<file path="config.mk">
export PLATFORM = sky130hd
export DESIGN_NAME = GshareTop
export DESIGN_NICKNAME = d
export VERILOG_FILES = /design/src/logic/FetchTypes.sv /design/src/logic/GshareTypes.sv /design/src/logic/GshareIfs.sv /design/src/logic/PhtArray.sv /design/src/logic/PhtUpdateQueue.sv /design/src/logic/GsharePredictor.sv /design/src/logic/GshareTop.sv
export SDC_FILE = /design/constraint.sdc
export NUM_CORES = 1
export LEC_CHECK = 0
export BUFFER_PORTS_ARGS = -buffer_cell sky130_fd_sc_hd__buf_2
export CELL_PAD_IN_SITES_DETAIL_PLACEMENT = 1
export CELL_PAD_IN_SITES_GLOBAL_PLACEMENT = 1
export CORE_MARGIN = 2
export CORE_UTILIZATION = 58
export CTS_CLUSTER_SIZE = 8
export DETAILED_ROUTE_END_ITERATION = 16
export PLACE_DENSITY = 0.95
export SYNTH_ARGS = -nofsm -noshare
export SYNTH_HDL_FRONTEND = slang
export SYNTH_SLANG_ARGS = --single-unit
</file>
<file path="constraint.sdc">
create_clock -name clock -period 20.5 [get_ports clock]
set_input_delay 2.05 -clock clock [delete_from_list [all_inputs] [get_ports clock]]
set_output_delay 2.05 -clock clock [all_outputs]
set_load 0.01 [all_outputs]
</file>
<file path="src/logic/FetchTypes.sv">
/*
 * Fetch-side sizes shared by the predictor and its top level.
 * Covers the PC type and the fetch and issue widths.
 * Import it into any module that handles PCs or per-slot vectors.
 */

package FetchTypes;

    // Program counter.
    localparam int ADDR_WIDTH = 16;
    typedef logic [ADDR_WIDTH-1:0] AddrPath;

    // Fixed 4-byte instructions, so the low two PC bits are always zero.
    localparam int INSN_BYTE_WIDTH = 4;
    localparam int INSN_ADDR_BIT_WIDTH = 2;

    // Two predictions per fetch group.
    localparam int FETCH_WIDTH = 2;

    // Two branch results per cycle from execute.
    localparam int ISSUE_WIDTH = 2;

endpackage

</file>
<file path="src/logic/GshareTypes.sv">
/*
 * Predictor structures for the gshare table.
 * Holds the history, index and counter types, the deferred-write entry
 * and the PC/history hash used by both prediction and update.
 */

package GshareTypes;
    import FetchTypes::*;

    localparam int HISTORY_WIDTH = 6;
    localparam int PHT_INDEX_WIDTH = 8;
    localparam int PHT_ENTRY_NUM = 256;
    localparam int PHT_ENTRY_WIDTH = 2;
    localparam int PHT_ENTRY_MAX = 3;
    localparam int PHT_INIT_VALUE = 2;
    localparam int PHT_QUEUE_SIZE = 4;

    typedef logic [HISTORY_WIDTH-1:0] HistoryPath;
    typedef logic [PHT_INDEX_WIDTH-1:0] PhtIndexPath;
    typedef logic [PHT_ENTRY_WIDTH-1:0] PhtEntryPath;
    typedef logic [$clog2(PHT_QUEUE_SIZE)-1:0] PhtQueuePtrPath;

    // One deferred counter write.
    typedef struct packed {
        PhtIndexPath index;
        PhtEntryPath counter;
    } PhtQueueEntry;

    // Word address bits, with the history folded into the upper index bits.
    function automatic PhtIndexPath PhtIndexOf(AddrPath addr, HistoryPath history);
        PhtIndexPath index;
        index = addr[PHT_INDEX_WIDTH+INSN_ADDR_BIT_WIDTH-1:INSN_ADDR_BIT_WIDTH];
        index[PHT_INDEX_WIDTH-1:PHT_INDEX_WIDTH-HISTORY_WIDTH] ^= history;
        return index;
    endfunction

endpackage

</file>
<file path="src/logic/GshareIfs.sv">
/*
 * Interfaces between the predictor and its storage blocks.
 * BranchResultIf carries executed branches, PhtPortIf the table ports,
 * PhtQueueIf the deferred-write queue.
 */

interface BranchResultIf import FetchTypes::*, GshareTypes::*; ();
    // Plain per-cycle strobes, consumed while valid is high.
    logic [ISSUE_WIDTH-1:0] valid;
    AddrPath brAddr[ISSUE_WIDTH];
    HistoryPath globalHistory[ISSUE_WIDTH];
    PhtEntryPath prevCounter[ISSUE_WIDTH];
    logic [ISSUE_WIDTH-1:0] execTaken;
    logic [ISSUE_WIDTH-1:0] mispred;

    modport source(output valid, brAddr, globalHistory, prevCounter, execTaken, mispred);
    modport predictor(input valid, brAddr, globalHistory, prevCounter, execTaken, mispred);
endinterface

interface PhtPortIf import FetchTypes::*, GshareTypes::*; ();
    logic [ISSUE_WIDTH-1:0] writeEnable;
    PhtIndexPath writeIndex[ISSUE_WIDTH];
    PhtEntryPath writeValue[ISSUE_WIDTH];
    PhtIndexPath readIndex[FETCH_WIDTH];
    // Registered, valid one cycle after readIndex.
    PhtEntryPath readValue[FETCH_WIDTH];

    modport client(output writeEnable, writeIndex, writeValue, readIndex, input readValue);
    modport array(input writeEnable, writeIndex, writeValue, readIndex, output readValue);
endinterface

interface PhtQueueIf import GshareTypes::*; ();
    logic push;
    PhtQueueEntry pushEntry;
    logic pop;
    PhtQueueEntry headEntry;
    logic full;
    logic empty;

    modport client(output push, pushEntry, pop, input headEntry, full, empty);
    modport queue(input push, pushEntry, pop, output headEntry, full, empty);
endinterface

</file>
<file path="src/logic/PhtArray.sv">
/*
 * Pattern history table storage.
 * Two registered read ports for fetch, two write ports for update.
 * Contents are undefined until the predictor's init sweep completes.
 */

module PhtArray
    import FetchTypes::*;
    import GshareTypes::*;
(
    input logic clock,
    PhtPortIf.array pht
);

    PhtEntryPath counters[PHT_ENTRY_NUM];

    always_ff @(posedge clock) begin
        // Later slots win, so slot 1 takes a collision.
        for (int i = 0; i < ISSUE_WIDTH; i++) begin
            if (pht.writeEnable[i]) begin
                counters[pht.writeIndex[i]] <= pht.writeValue[i];
            end
        end
    end

    always_ff @(posedge clock) begin
        // Reads return the value from before this edge's writes.
        for (int i = 0; i < FETCH_WIDTH; i++) begin
            pht.readValue[i] <= counters[pht.readIndex[i]];
        end
    end

endmodule

</file>
<file path="src/logic/PhtUpdateQueue.sv">
/*
 * Circular queue of deferred counter writes.
 * Push stores at the tail on the clock edge; pop advances the head.
 * The head entry is visible combinationally.
 */

module PhtUpdateQueue
    import GshareTypes::*;
(
    input logic clock,
    input logic reset,
    PhtQueueIf.queue q
);

    typedef logic [$bits(PhtQueuePtrPath):0] QueueCount;

    PhtQueueEntry entries[PHT_QUEUE_SIZE];
    PhtQueuePtrPath headPtr;
    PhtQueuePtrPath tailPtr;
    QueueCount count;

    always_ff @(posedge clock) begin
        if (reset) begin
            headPtr <= '0;
            tailPtr <= '0;
            count <= '0;
        end else begin
            // Pointers wrap naturally at the power-of-two depth.
            if (q.push) begin
                tailPtr <= tailPtr + 1'b1;
            end
            if (q.pop) begin
                headPtr <= headPtr + 1'b1;
            end
            case ({q.push, q.pop})
                2'b10: count <= count + 1'b1;
                2'b01: count <= count - 1'b1;
                default: count <= count;
            endcase
        end
    end

    always_ff @(posedge clock) begin
        if (q.push) begin
            entries[tailPtr] <= q.pushEntry;
        end
    end

    assign q.headEntry = entries[headPtr];
    assign q.full = (count == QueueCount'(PHT_QUEUE_SIZE));
    assign q.empty = (count == '0);

endmodule

</file>
<file path="src/logic/GsharePredictor.sv">
/*
 * Gshare direction prediction and counter update.
 * Hashes the next PC with the speculative history, predicts from the
 * read counters, and schedules result writes directly or via the queue.
 */

module GsharePredictor
    import FetchTypes::*;
    import GshareTypes::*;
(
    input  logic clock,
    input  logic reset,
    input  AddrPath predNextPc,
    input  logic [FETCH_WIDTH-1:0] btbHit,
    input  logic [FETCH_WIDTH-1:0] isCondBr,
    input  logic [FETCH_WIDTH-1:0] updateHistory,
    input  logic recoverHistory,
    input  HistoryPath recoveredHistory,
    BranchResultIf.predictor result,
    PhtPortIf.client pht,
    PhtQueueIf.client q,
    output logic [FETCH_WIDTH-1:0] predTaken,
    output PhtEntryPath phtValue[FETCH_WIDTH],
    output HistoryPath groupHistory,
    output logic ready
);

    HistoryPath history;
    HistoryPath nextHistory;
    logic mispredLast;
    logic shiftStop;
    logic directWrite;
    PhtIndexPath initIndex;
    PhtIndexPath resultIndex[ISSUE_WIDTH];
    PhtEntryPath newValue[ISSUE_WIDTH];

    // Init sweep. The index sits at zero through reset.
    always_ff @(posedge clock) begin
        if (reset) begin
            initIndex <= '0;
            ready <= 1'b0;
        end else if (!ready) begin
            initIndex <= initIndex + 1'b1;
            if (initIndex == PhtIndexPath'(PHT_ENTRY_NUM - 1)) begin
                ready <= 1'b1;
            end
        end
    end

    always_ff @(posedge clock) begin
        if (reset) begin
            history <= '0;
            mispredLast <= 1'b0;
        end else begin
            history <= nextHistory;
            mispredLast <= ready && |(result.valid & result.mispred);
        end
    end

    // Predict the group and build the next history.
    always_comb begin
        shiftStop = 1'b0;
        nextHistory = history;
        for (int i = 0; i < FETCH_WIDTH; i++) begin
            phtValue[i] = pht.readValue[i];
            predTaken[i] = btbHit[i] && (pht.readValue[i][PHT_ENTRY_WIDTH-1] || !isCondBr[i]);
            if (!shiftStop && btbHit[i] && isCondBr[i] && updateHistory[i] && !mispredLast) begin
                nextHistory = {nextHistory[HISTORY_WIDTH-2:0], predTaken[i]};
            end
            // Nothing past the first hit belongs to this path.
            shiftStop = shiftStop | btbHit[i];
        end
        if (recoverHistory) begin
            nextHistory = recoveredHistory;
        end
        if (!ready) begin
            nextHistory = '0;
        end
    end

    always_comb begin
        for (int i = 0; i < FETCH_WIDTH; i++) begin
            pht.readIndex[i] = PhtIndexOf(predNextPc + AddrPath'(i * INSN_BYTE_WIDTH),
                                          nextHistory);
        end
    end

    assign groupHistory = history;

    // First valid result writes now; a second one is deferred.
    always_comb begin
        directWrite = 1'b0;
        q.push = 1'b0;
        q.pushEntry = '0;
        for (int i = 0; i < ISSUE_WIDTH; i++) begin
            resultIndex[i] = PhtIndexOf(result.brAddr[i], result.globalHistory[i]);
            if (result.execTaken[i]) begin
                newValue[i] = (result.prevCounter[i] == PhtEntryPath'(PHT_ENTRY_MAX)) ?
                    result.prevCounter[i] : result.prevCounter[i] + 1'b1;
            end else begin
                newValue[i] = (result.prevCounter[i] == '0) ?
                    result.prevCounter[i] : result.prevCounter[i] - 1'b1;
            end
            pht.writeEnable[i] = 1'b0;
            pht.writeIndex[i] = resultIndex[i];
            pht.writeValue[i] = newValue[i];
            if (ready && result.valid[i]) begin
                if (directWrite) begin
                    q.push = 1'b1;
                    q.pushEntry = '{index: resultIndex[i], counter: newValue[i]};
                end else begin
                    pht.writeEnable[i] = 1'b1;
                    directWrite = 1'b1;
                end
            end
        end
        // Queue drains through slot 0 when no result writes.
        q.pop = ready && !q.empty && !directWrite;
        if (q.pop) begin
            pht.writeEnable[0] = 1'b1;
            pht.writeIndex[0] = q.headEntry.index;
            pht.writeValue[0] = q.headEntry.counter;
        end
        if (!ready) begin
            pht.writeEnable[0] = 1'b1;
            pht.writeIndex[0] = initIndex;
            pht.writeValue[0] = PhtEntryPath'(PHT_INIT_VALUE);
        end
    end

endmodule

</file>
<file path="src/logic/GshareTop.sv">
/*
 * Gshare predictor top level with plain ports.
 * Builds the three interfaces and connects predictor, table and queue.
 */

module GshareTop
    import FetchTypes::*;
    import GshareTypes::*;
(
    input  logic clock,
    input  logic reset,
    input  AddrPath predNextPc,
    input  logic [FETCH_WIDTH-1:0] btbHit,
    input  logic [FETCH_WIDTH-1:0] isCondBr,
    input  logic [FETCH_WIDTH-1:0] updateHistory,
    input  logic recoverHistory,
    input  HistoryPath recoveredHistory,
    input  logic [ISSUE_WIDTH-1:0] resultValid,
    input  logic [ISSUE_WIDTH-1:0] resultTaken,
    input  logic [ISSUE_WIDTH-1:0] resultMispred,
    input  AddrPath resultAddr[ISSUE_WIDTH],
    input  HistoryPath resultHistory[ISSUE_WIDTH],
    input  PhtEntryPath resultPrevCounter[ISSUE_WIDTH],
    output logic [FETCH_WIDTH-1:0] predTaken,
    output PhtEntryPath phtValue[FETCH_WIDTH],
    output HistoryPath groupHistory,
    output logic ready
);

    BranchResultIf resultIf();
    PhtPortIf phtIf();
    PhtQueueIf queueIf();

    // Execute-stage results.
    assign resultIf.valid = resultValid;
    assign resultIf.brAddr = resultAddr;
    assign resultIf.globalHistory = resultHistory;
    assign resultIf.prevCounter = resultPrevCounter;
    assign resultIf.execTaken = resultTaken;
    assign resultIf.mispred = resultMispred;

    GsharePredictor u_predictor (
        .clock(clock),
        .reset(reset),
        .predNextPc(predNextPc),
        .btbHit(btbHit),
        .isCondBr(isCondBr),
        .updateHistory(updateHistory),
        .recoverHistory(recoverHistory),
        .recoveredHistory(recoveredHistory),
        .result(resultIf),
        .pht(phtIf),
        .q(queueIf),
        .predTaken(predTaken),
        .phtValue(phtValue),
        .groupHistory(groupHistory),
        .ready(ready)
    );

    PhtArray u_phtArray (
        .clock(clock),
        .pht(phtIf)
    );

    PhtUpdateQueue u_phtQueue (
        .clock(clock),
        .reset(reset),
        .q(queueIf)
    );

endmodule

</file>
==> results of run 1 <==
[path summary, 6_finish.rpt]
path | endpoint | slack [ns] | cells past startpoint
setup / recovery | u_phtArray.pht.readValue[0] | 14.06 | 12
hold / removal | u_phtQueue.tailPtr[0] | 0.52 | 2
setup reg to reg | u_phtArray.counters[9][0] | 14.11 | 10
hold reg to reg | u_phtQueue.tailPtr[0] | 0.52 | 2
[worst max-delay path, cell delays in order]
cell and delay [ns]:
buf_2 0.18, nand4b_4 0.20, mux2i_2 0.31, nor3b_2 0.49, o31a_1 0.65, or2_4 0.39, buf_4 0.80, a211oi_1 0.21
a311o_1 0.38, a32oi_1 0.54, o211ai_1 0.23, o22ai_1 0.49
[kinds of logic (layout without fill, tap and decap cells)]
| logic type | Yosys count | count (layout) | share of synthesized area (%) |
|---|---|---|---|
| fa+ha+maj | 9 | 9 | 0.405 |
| other cells | 0 | 6 | 0 |
| flops | 581 | 581 | 59.1 |
| xor+xnor | 36 | 36 | 1.31 |
| simple gates | 481 | 481 | 7.19 |
| compound gates | 94 | 94 | 2.31 |
| mux | 463 | 463 | 27.6 |
| buf+inv | 148 | 251 | 2.15 |
[flip-flops by register name, summed over array words and instances, names as in the netlist, named ones only]
register	cells
u_phtArray.counters	512
u_phtArray.pht.readValue	4
u_phtQueue.count	3
u_phtQueue.entries	40
u_phtQueue.headPtr	2
u_phtQueue.tailPtr	2
u_predictor.groupHistory	6
u_predictor.initIndex	8
u_predictor.mispredLast	1
u_predictor.ready	1
[report_power, final]
group / internal, mW / leakage (nW) / total, mW / switching [mW]
clock network: 0.755 / 1.12 / 1.29 / 0.538
logic: 0.0836 / 4.15 / 0.219 / 0.135
registers: 1.28 / 6.09 / 1.29 / 0.00233
[cells in the mapped netlist, drive strengths merged (2+ instances only)]
| library cell | instances |
|---|---|
| o2111ai | 2 |
| nand4 | 6 |
| o211a | 2 |
| nor4 | 2 |
| a21oi | 13 |
| nor3b | 8 |
| edfxtp | 552 |
| xnor2 | 19 |
| a211oi | 10 |
| inv | 14 |
| o22ai | 3 |
| o211ai | 6 |
| o221ai | 7 |
| a211o | 4 |
| nand3 | 31 |
| mux2i | 186 |
| nor2 | 297 |
| nor3 | 6 |
| mux4 | 269 |
| nand2 | 86 |
| xor2 | 17 |
| dfxtp | 29 |
| and2 | 14 |
| clkbuf | 103 |
| a311o | 2 |
| nor2b | 10 |
| a32oi | 2 |
| nand2b | 7 |
| o21a | 2 |
| o221a | 2 |
| o22a | 2 |
| a31oi | 4 |
| and3 | 2 |
| or2 | 2 |
| ha | 7 |
| o21ai | 22 |
| nand4b | 4 |
| or3 | 4 |
| buf | 31 |
| mux2 | 8 |
| a311oi | 3 |
| a22oi | 2 |
[stage by stage]
stage / setup slack, ns / util, % / cells
2_1_floorplan: 9.17 / - / 1812
3_3_place_gp: 14.29 / 60.4 / 2455
3_5_place_dp: 14.01 / 60.4 / 2455
4_1_cts: 14.46 / 65.1 / 2587
5_1_grt: 14.04 / 65.1 / 2589
6_report: 14.06 / 65.1 / 2593
[layer usage]
layer | global-route usage (%) | share of wire, % | vias to the layer above
li1 | - | - | 7312
met1 | 46.4 | 33 | 9970
met2 | 60.8 | 48 | 1863
met3 | 12.1 | 12 | 552
met4 | 24.4 | 7.6 | 0
met5 | 0 | 0 | -
[layout make-up]
type / count / area (sq um)
well taps: 672 / 841
multi-input cells: 1083 / 11300
flip-flops and latches: 581 / 17200
clock inverters: 5 / 66.3
diodes: 6 / 15.0
repair buffers: 105 / 643
clock buffers: 127 / 2270
fillers: 4217 / 17400
inverters: 14 / 52.6
==> summary.md, run 1 <==
| Metric | Value |
|---|---|
| Cell count after synthesis | `1812` |
| Initial antenna violation count | `3` |
| Worst Path Arrival | `6.95 ns` |
| Synth cell types | `67` |
| CTS Hold Bufs | `0` |
| RD Place Congestion | `0.851` |
| Fin crit period | `6.44 ns` |
| Wire per inst | `38.3 um` |
| Antenna-violating nets left | `0` |
| Syn_nets | `1905` |
| Commonest cells after routing, fill and taps aside | `edfxtp_1 (552), nor2_1 (297), mux4_2 (269), mux2i_1 (185), nand2_1 (85)` |
| Sink Count | `581` |
| Starting Density | `58.4%` |
| Die Ht | `228 um` |
| Layout cells sized above 1 | `26.1%` |
| GR Util All Layers | `38.5%` |
| R2R Path Start | `u_predictor.ready` |
| Post-synth EDFFs | `552` |
| Post-CTS Setup Inserts | `0` |
| Max Transition Viols Final | `0` |
| Flops & latches, synth | `581` |
| Sequential-to-total area share from yosys stat | `59.1%` |
| Critical path endpoint category | `flip-flop` |
| Worst vdd ir | `0.0000840 V` |
| Post-detail-place hpwl | `55.4 mm` |
| Skew final | `0.0451 ns` |
| Vias in the first global route | `20900` |
| Tightest Pin Transition | `1.34 ns` |
| Dominant synthesized flop cell | `edfxtp_1` |
| Post-CTS sizing | `0` |
| Crit path launch type | `input port` |
| Worst-Skew Late Latency | `0.67 ns` |
| Max FO, Critical Path | `42` |
| H-tree depth | `3` |
| TNS Setup | `0 ns` |
| Synth top area cells | `edfxtp_1 (57%), mux4_2 (21%), mux2i_1 (6.4%)` |
| Clock root cell | `clkbuf_16` |
| Fmax | `0.155 GHz` |
| Worst setup path start | `btbHit[0]` |
| Post-route cell area | `32400 sq um` |
| Unrepaired setup endpoints after global routing | `no` |
| Final hold vios | `0` |
| DP Area | `30000 sq um` |
| Routed via count | `19700` |
| Placeable Area | `49800 sq um` |
| P per Cell Area | `86.3 nW/um^2` |
| P&R area growth vs syn | `11.5%` |
| Worst-path clk slew | `0.05 ns` |
| Global-route wire length before repair | `145 mm` |
| WHS | `0.518 ns` |
| Clock Tree Buf Depth | `3` |
| Post-route DRC | `0` |
| Total chip power | `2.80 mW` |
| Status | `finished clean` |
| Die area | `51900 sq um` |
| Port buffer count | `73` |
| Area leader, netlist | `edfxtp_1` |
| Iter 0 DRT Violations | `2889` |
| Final wirelength | `99.2 mm` |
| Rows | `82` |
| GRT overflow | `0` |
| Period utilisation layout | `31.4%` |
| Synth async-reset ratio | `0%` |
| Total iterations of the first detailed-routing run | `5` |
| Synth Area per Inst | `16.0 sq um` |
| Leakage power | `11.4 nW` |
| CTS tree | `built` |
| Worst EP required | `21.01 ns` |
| Max-cap check violation count | `0` |
| Setup-failing EPs final | `0` |
| Synth top area share | `57.1%` |
| Setup Crit Path Kind | `in2reg` |
| CTS buffer count | `82` |
| Nets | `1960` |
| Commonest non-fill, non-tap cell in the layout | `edfxtp_1` |
| Die X | `228 um` |
| Largest net degree at the start of global routing | `257` |
| # IOs | `98` |
| Slew margin rel. | `10.5%` |
| Hold WC Path Type | `reg2reg` |
| Vias/cell | `7.60` |
| Ys Warns | `0` |
| Hold Startpoint | `u_phtQueue.tailPtr[0]` |
| Post-synthesis cell area | `29100 sq um` |
No activity file was read; power rests on OpenSTA's default activity.
==> inputs of run 2 (changes only) <==
--- a/config.mk
+++ b/config.mk
@@ -9,10 +9,10 @@
 export CELL_PAD_IN_SITES_DETAIL_PLACEMENT = 1
 export CELL_PAD_IN_SITES_GLOBAL_PLACEMENT = 1
 export CORE_MARGIN = 2
-export CORE_UTILIZATION = 58
+export CORE_UTILIZATION = 49
 export CTS_CLUSTER_SIZE = 8
 export DETAILED_ROUTE_END_ITERATION = 16
-export PLACE_DENSITY = 0.95
+export PLACE_DENSITY = 0.89
 export SYNTH_ARGS = -nofsm -noshare
 export SYNTH_HDL_FRONTEND = slang
 export SYNTH_SLANG_ARGS = --single-unit
==> constraint.sdc (replaced) <==
create_clock -name clock -period 5.3 [get_ports clock]
set_input_delay 0.53 -clock clock [delete_from_list [all_inputs] [get_ports clock]]
set_output_delay 0.53 -clock clock [all_outputs]
set_load 0.01 [all_outputs]
==> run 2 against run 1 <==
Against the previous run:
- hold slack got worse by 0.32 ns
- power increased to 3.8 times the previous value
- count of clock-buffer cells in the layout decreased by 9
- sequential share of layout area decreased by 0.32 points
- cell area increased by 0.60%
- largest power group unchanged
- critical endpoint is now u_phtArray.counters[82][1]
- die area increased by 18%
- highest routed layer unchanged
- wire length decreased by 9.9%
- clock power increased to 3.7 times the previous value
- core utilization decreased by 9.7 points
==> summary.md, run 2 (synthesis results as in run 1) <==
| Metric | Value |
|---|---|
| Status | `finished clean (unchanged)` |
| Worst hold stages | `3 (was 2)` |
| Post-detail-place hpwl | `54.8 mm (was 55.4 mm)` |
| P per Cell Area | `326 nW/um^2 (was 86.3 nW/um^2)` |
| GR Util All Layers | `29.6% (was 38.5%)` |
| Hold WC Path Type | `in2reg (was reg2reg)` |
| Starting Density | `49.4% (was 58.4%)` |
| Antenna-violating nets left | `0 (unchanged)` |
| Worst setup path start | `u_predictor.ready (was btbHit[0])` |
| Tightest Pin Transition | `1.26 ns (was 1.34 ns)` |
| Post-CTS sizing | `0 (unchanged)` |
| Worst reg2reg path endpoint | `u_phtArray.counters[82][1] (was u_phtArray.counters[9][0])` |
| N_diodes | `0 (was 6)` |
| Slowest-stage cell, CP | `nand3_1 (was buf_4)` |
| Largest register FFs | `512 (unchanged)` |
| Worst EP required | `5.57 ns (was 21.01 ns)` |
| Commonest non-fill, non-tap cell in the layout | `edfxtp_1 (unchanged)` |
| Leakage power | `11.4 nW (about the same)` |
| Crit path cell chain | `inv_1 -> nor3_1 -> nand2b_1 -> o21ai_0 -> o211ai_1 -> o21ai_0 -> buf_4 -> nor2b_1 -> nand3_1 -> buf_4 -> nor2_1 (was buf_2 -> nand4b_4 -> mux2i_2 -> nor3b_2 -> o31a_1 -> or2_4 -> buf_4 -> a211oi_1 -> a311o_1 -> a32oi_1 -> o211ai_1 -> o22ai_1)` |
| Die X | `247 um (was 228 um)` |
| CP Capture Point | `u_phtArray.counters[82][1] (was u_phtArray.pht.readValue[0])` |
| Worst Path Buf+Inv | `3 (was 2)` |
| Commonest cells after routing, fill and taps aside | `edfxtp_1 (552), nor2_1 (297), mux4_2 (269), mux2i_1 (185) (was edfxtp_1 (552), nor2_1 (297), mux4_2 (269), mux2i_1 (185), nand2_1 (85))` |
| Setup-failing EPs final | `0 (unchanged)` |
| Routed via count | `18700 (was 19700)` |
| Global-route wire length before repair | `132 mm (was 145 mm)` |
| Slowest Stage Delay on Critical Path | `0.69 ns (was 0.80 ns)` |
| Worst-path clk slew | `0.05 ns (about the same)` |
| P&R area growth vs syn | `12.2% (was 11.5%)` |
| Largest net degree at the start of global routing | `257 (unchanged)` |
| Clock Tree Buf Depth | `3 (unchanged)` |
| CTS buffer count | `82 (unchanged)` |
| Unrepaired setup endpoints after global routing | `no (unchanged)` |
| Fin crit period | `4.85 ns` |
| TNS Setup | `0 ns (unchanged)` |
| Die Ht | `247 um (was 228 um)` |
| Total iterations of the first detailed-routing run | `7 (was 5)` |
| FF-to-FF path depth | `11 (was 10)` |
| Worst vdd ir | `0.000223 V (was 0.0000840 V)` |
| Post-route DRC | `0 (unchanged)` |
| Critical path depth | `11 (was 12)` |
| Max-cap check violation count | `0 (unchanged)` |
| Post-CTS Setup Inserts | `0 (unchanged)` |
| Vias/cell | `6.96 (was 7.60)` |
| Sink Count | `581 (unchanged)` |
| Post-layout util | `55.4% (was 65.1%)` |
| Wire per inst | `33.2 um (was 38.3 um)` |
| Clock root cell | `clkbuf_16 (unchanged)` |
| Worst Path Arrival | `5.12 ns (was 6.95 ns)` |
| Max FO, Critical Path | `20 (was 42)` |
| Critical path endpoint category | `flip-flop (unchanged)` |
| Fmax | `0.206 GHz` |
| Crit path launch type | `flip-flop (was input port)` |
| Die area | `61300 sq um (was 51900 sq um)` |
| Initial antenna violation count | `1 (was 3)` |
| Period utilisation layout | `91.6%` |
| R2r setup slk | `0.45 ns (was 14.11 ns)` |
| Setup Crit Path Kind | `reg2reg (was in2reg)` |
| Skew final | `0.0271 ns (was 0.0451 ns)` |
| Final wirelength | `89.4 mm (was 99.2 mm)` |
| Port buffer count | `73 (unchanged)` |
| Register area | `17200 sq um (unchanged)` |
| Multi-input gate area | `11300 sq um (about the same)` |
| Rows | `89 (was 82)` |
| Layout cells sized above 1 | `26.5% (was 26.1%)` |
| Iter 0 DRT Violations | `2262 (was 2889)` |
| R2R Path Start | `u_predictor.ready (unchanged)` |
| RD Place Congestion | `0.850 (was 0.851)` |
| H-tree depth | `3 (unchanged)` |
| # IOs | `98 (unchanged)` |
| CTS Hold Bufs | `0 (unchanged)` |
| Filler Cells Inserted | `5404 (was 4217)` |
| Nets | `1976 (was 1960)` |
| Max Transition Viols Final | `0 (unchanged)` |
| Slew margin rel. | `15.9% (was 10.5%)` |
| CTS tree | `built (unchanged)` |
| Final hold vios | `0 (unchanged)` |
| Placeable Area | `58800 sq um (was 49800 sq um)` |
| Worst-Skew Late Latency | `0.62 ns (was 0.67 ns)` |
| Vias in the first global route | `20000 (was 20900)` |
| GRT overflow | `0 (unchanged)` |
| Top delay family on crit path | `simple AND/OR/NAND/NOR gates (was compound AO/OA/AOI/OAI gates)` |
[run 2: changes by cell type in the layout (fill, tap and decap cells not counted)]
cell,delta
nand3_1,+3
clkbuf_16,+1
clkbuf_8,-1
o21ai_1,-1
nand3_2,-3
buf_4,+12
buf_12,+4
o21ai_0,+1
clkinv_8,-3
diode_2,-6
clkbuf_1,-9
[run 2: metrics by stage]
stage / instances / hold WS, ns / instance area, sq um / setup slack (ns) / power [mW]
global route: 2692 / 0.190 / 32600 / 0.310 / 10.8
floorplan: 1812 / 0.459 / 29100 / 0.755 / 5.60
detailed placement: 2572 / 0.486 / 30300 / 0.582 / 5.87
finish: 2692 / 0.196 / 32600 / 0.448 / 10.6
CTS: 2692 / 0.166 / 32600 / 0.621 / 10.6
global placement: 2572 / 0.470 / 30300 / 0.778 / 5.83
[run 2: final cells by class]
type | instances | share of cell area, %
Inverter | 14 | 0.161
Timing Repair Buffer | 121 | 2.50
Clock buffer | 118 | 6.91
Clock inverter | 2 | 0.0537
Tap cell | 773 | 2.97
Sequential cell | 581 | 52.6
Multi-Input combinational cell | 1083 | 34.8
[run 2: metal layers]
metal / track usage, % / vias to the layer above / wire length, um
li1: - / 7352 / -
met1: 35.8 / 9790 / 31200
met2: 49.2 / 1293 / 44300
met3: 6.24 / 308 / 8350
met4: 17.8 / 0 / 5570
met5: 0 / - / 0
[run 2: where the power goes]
part | internal (mW) | switching [mW]
sequential | 4.96 | 0.00894
combinational | 0.335 | 0.497
clock | 2.89 | 1.94
total | 8.19 | 2.45
[run 2: how the worst min path moves through the flow]
stage	endpoint	startpoint
global route	u_predictor.mispredLast	resultMispred[1]
detailed placement	u_phtQueue.count[2]	u_phtQueue.count[2]
CTS	u_predictor.mispredLast	resultMispred[1]
finish	u_predictor.mispredLast	resultMispred[1]
global placement	u_phtQueue.count[2]	u_phtQueue.count[2]
floorplan	u_phtQueue.count[2]	u_phtQueue.count[2]
[run 2: worst min-delay path, delay by kind of cell]
family | cells | cell delay [ns]
AOI/OAI and AO/OA | 1 | 0.06
buffers and inverters | 1 | 0.07
and+or+nand+nor | 1 | 0.10
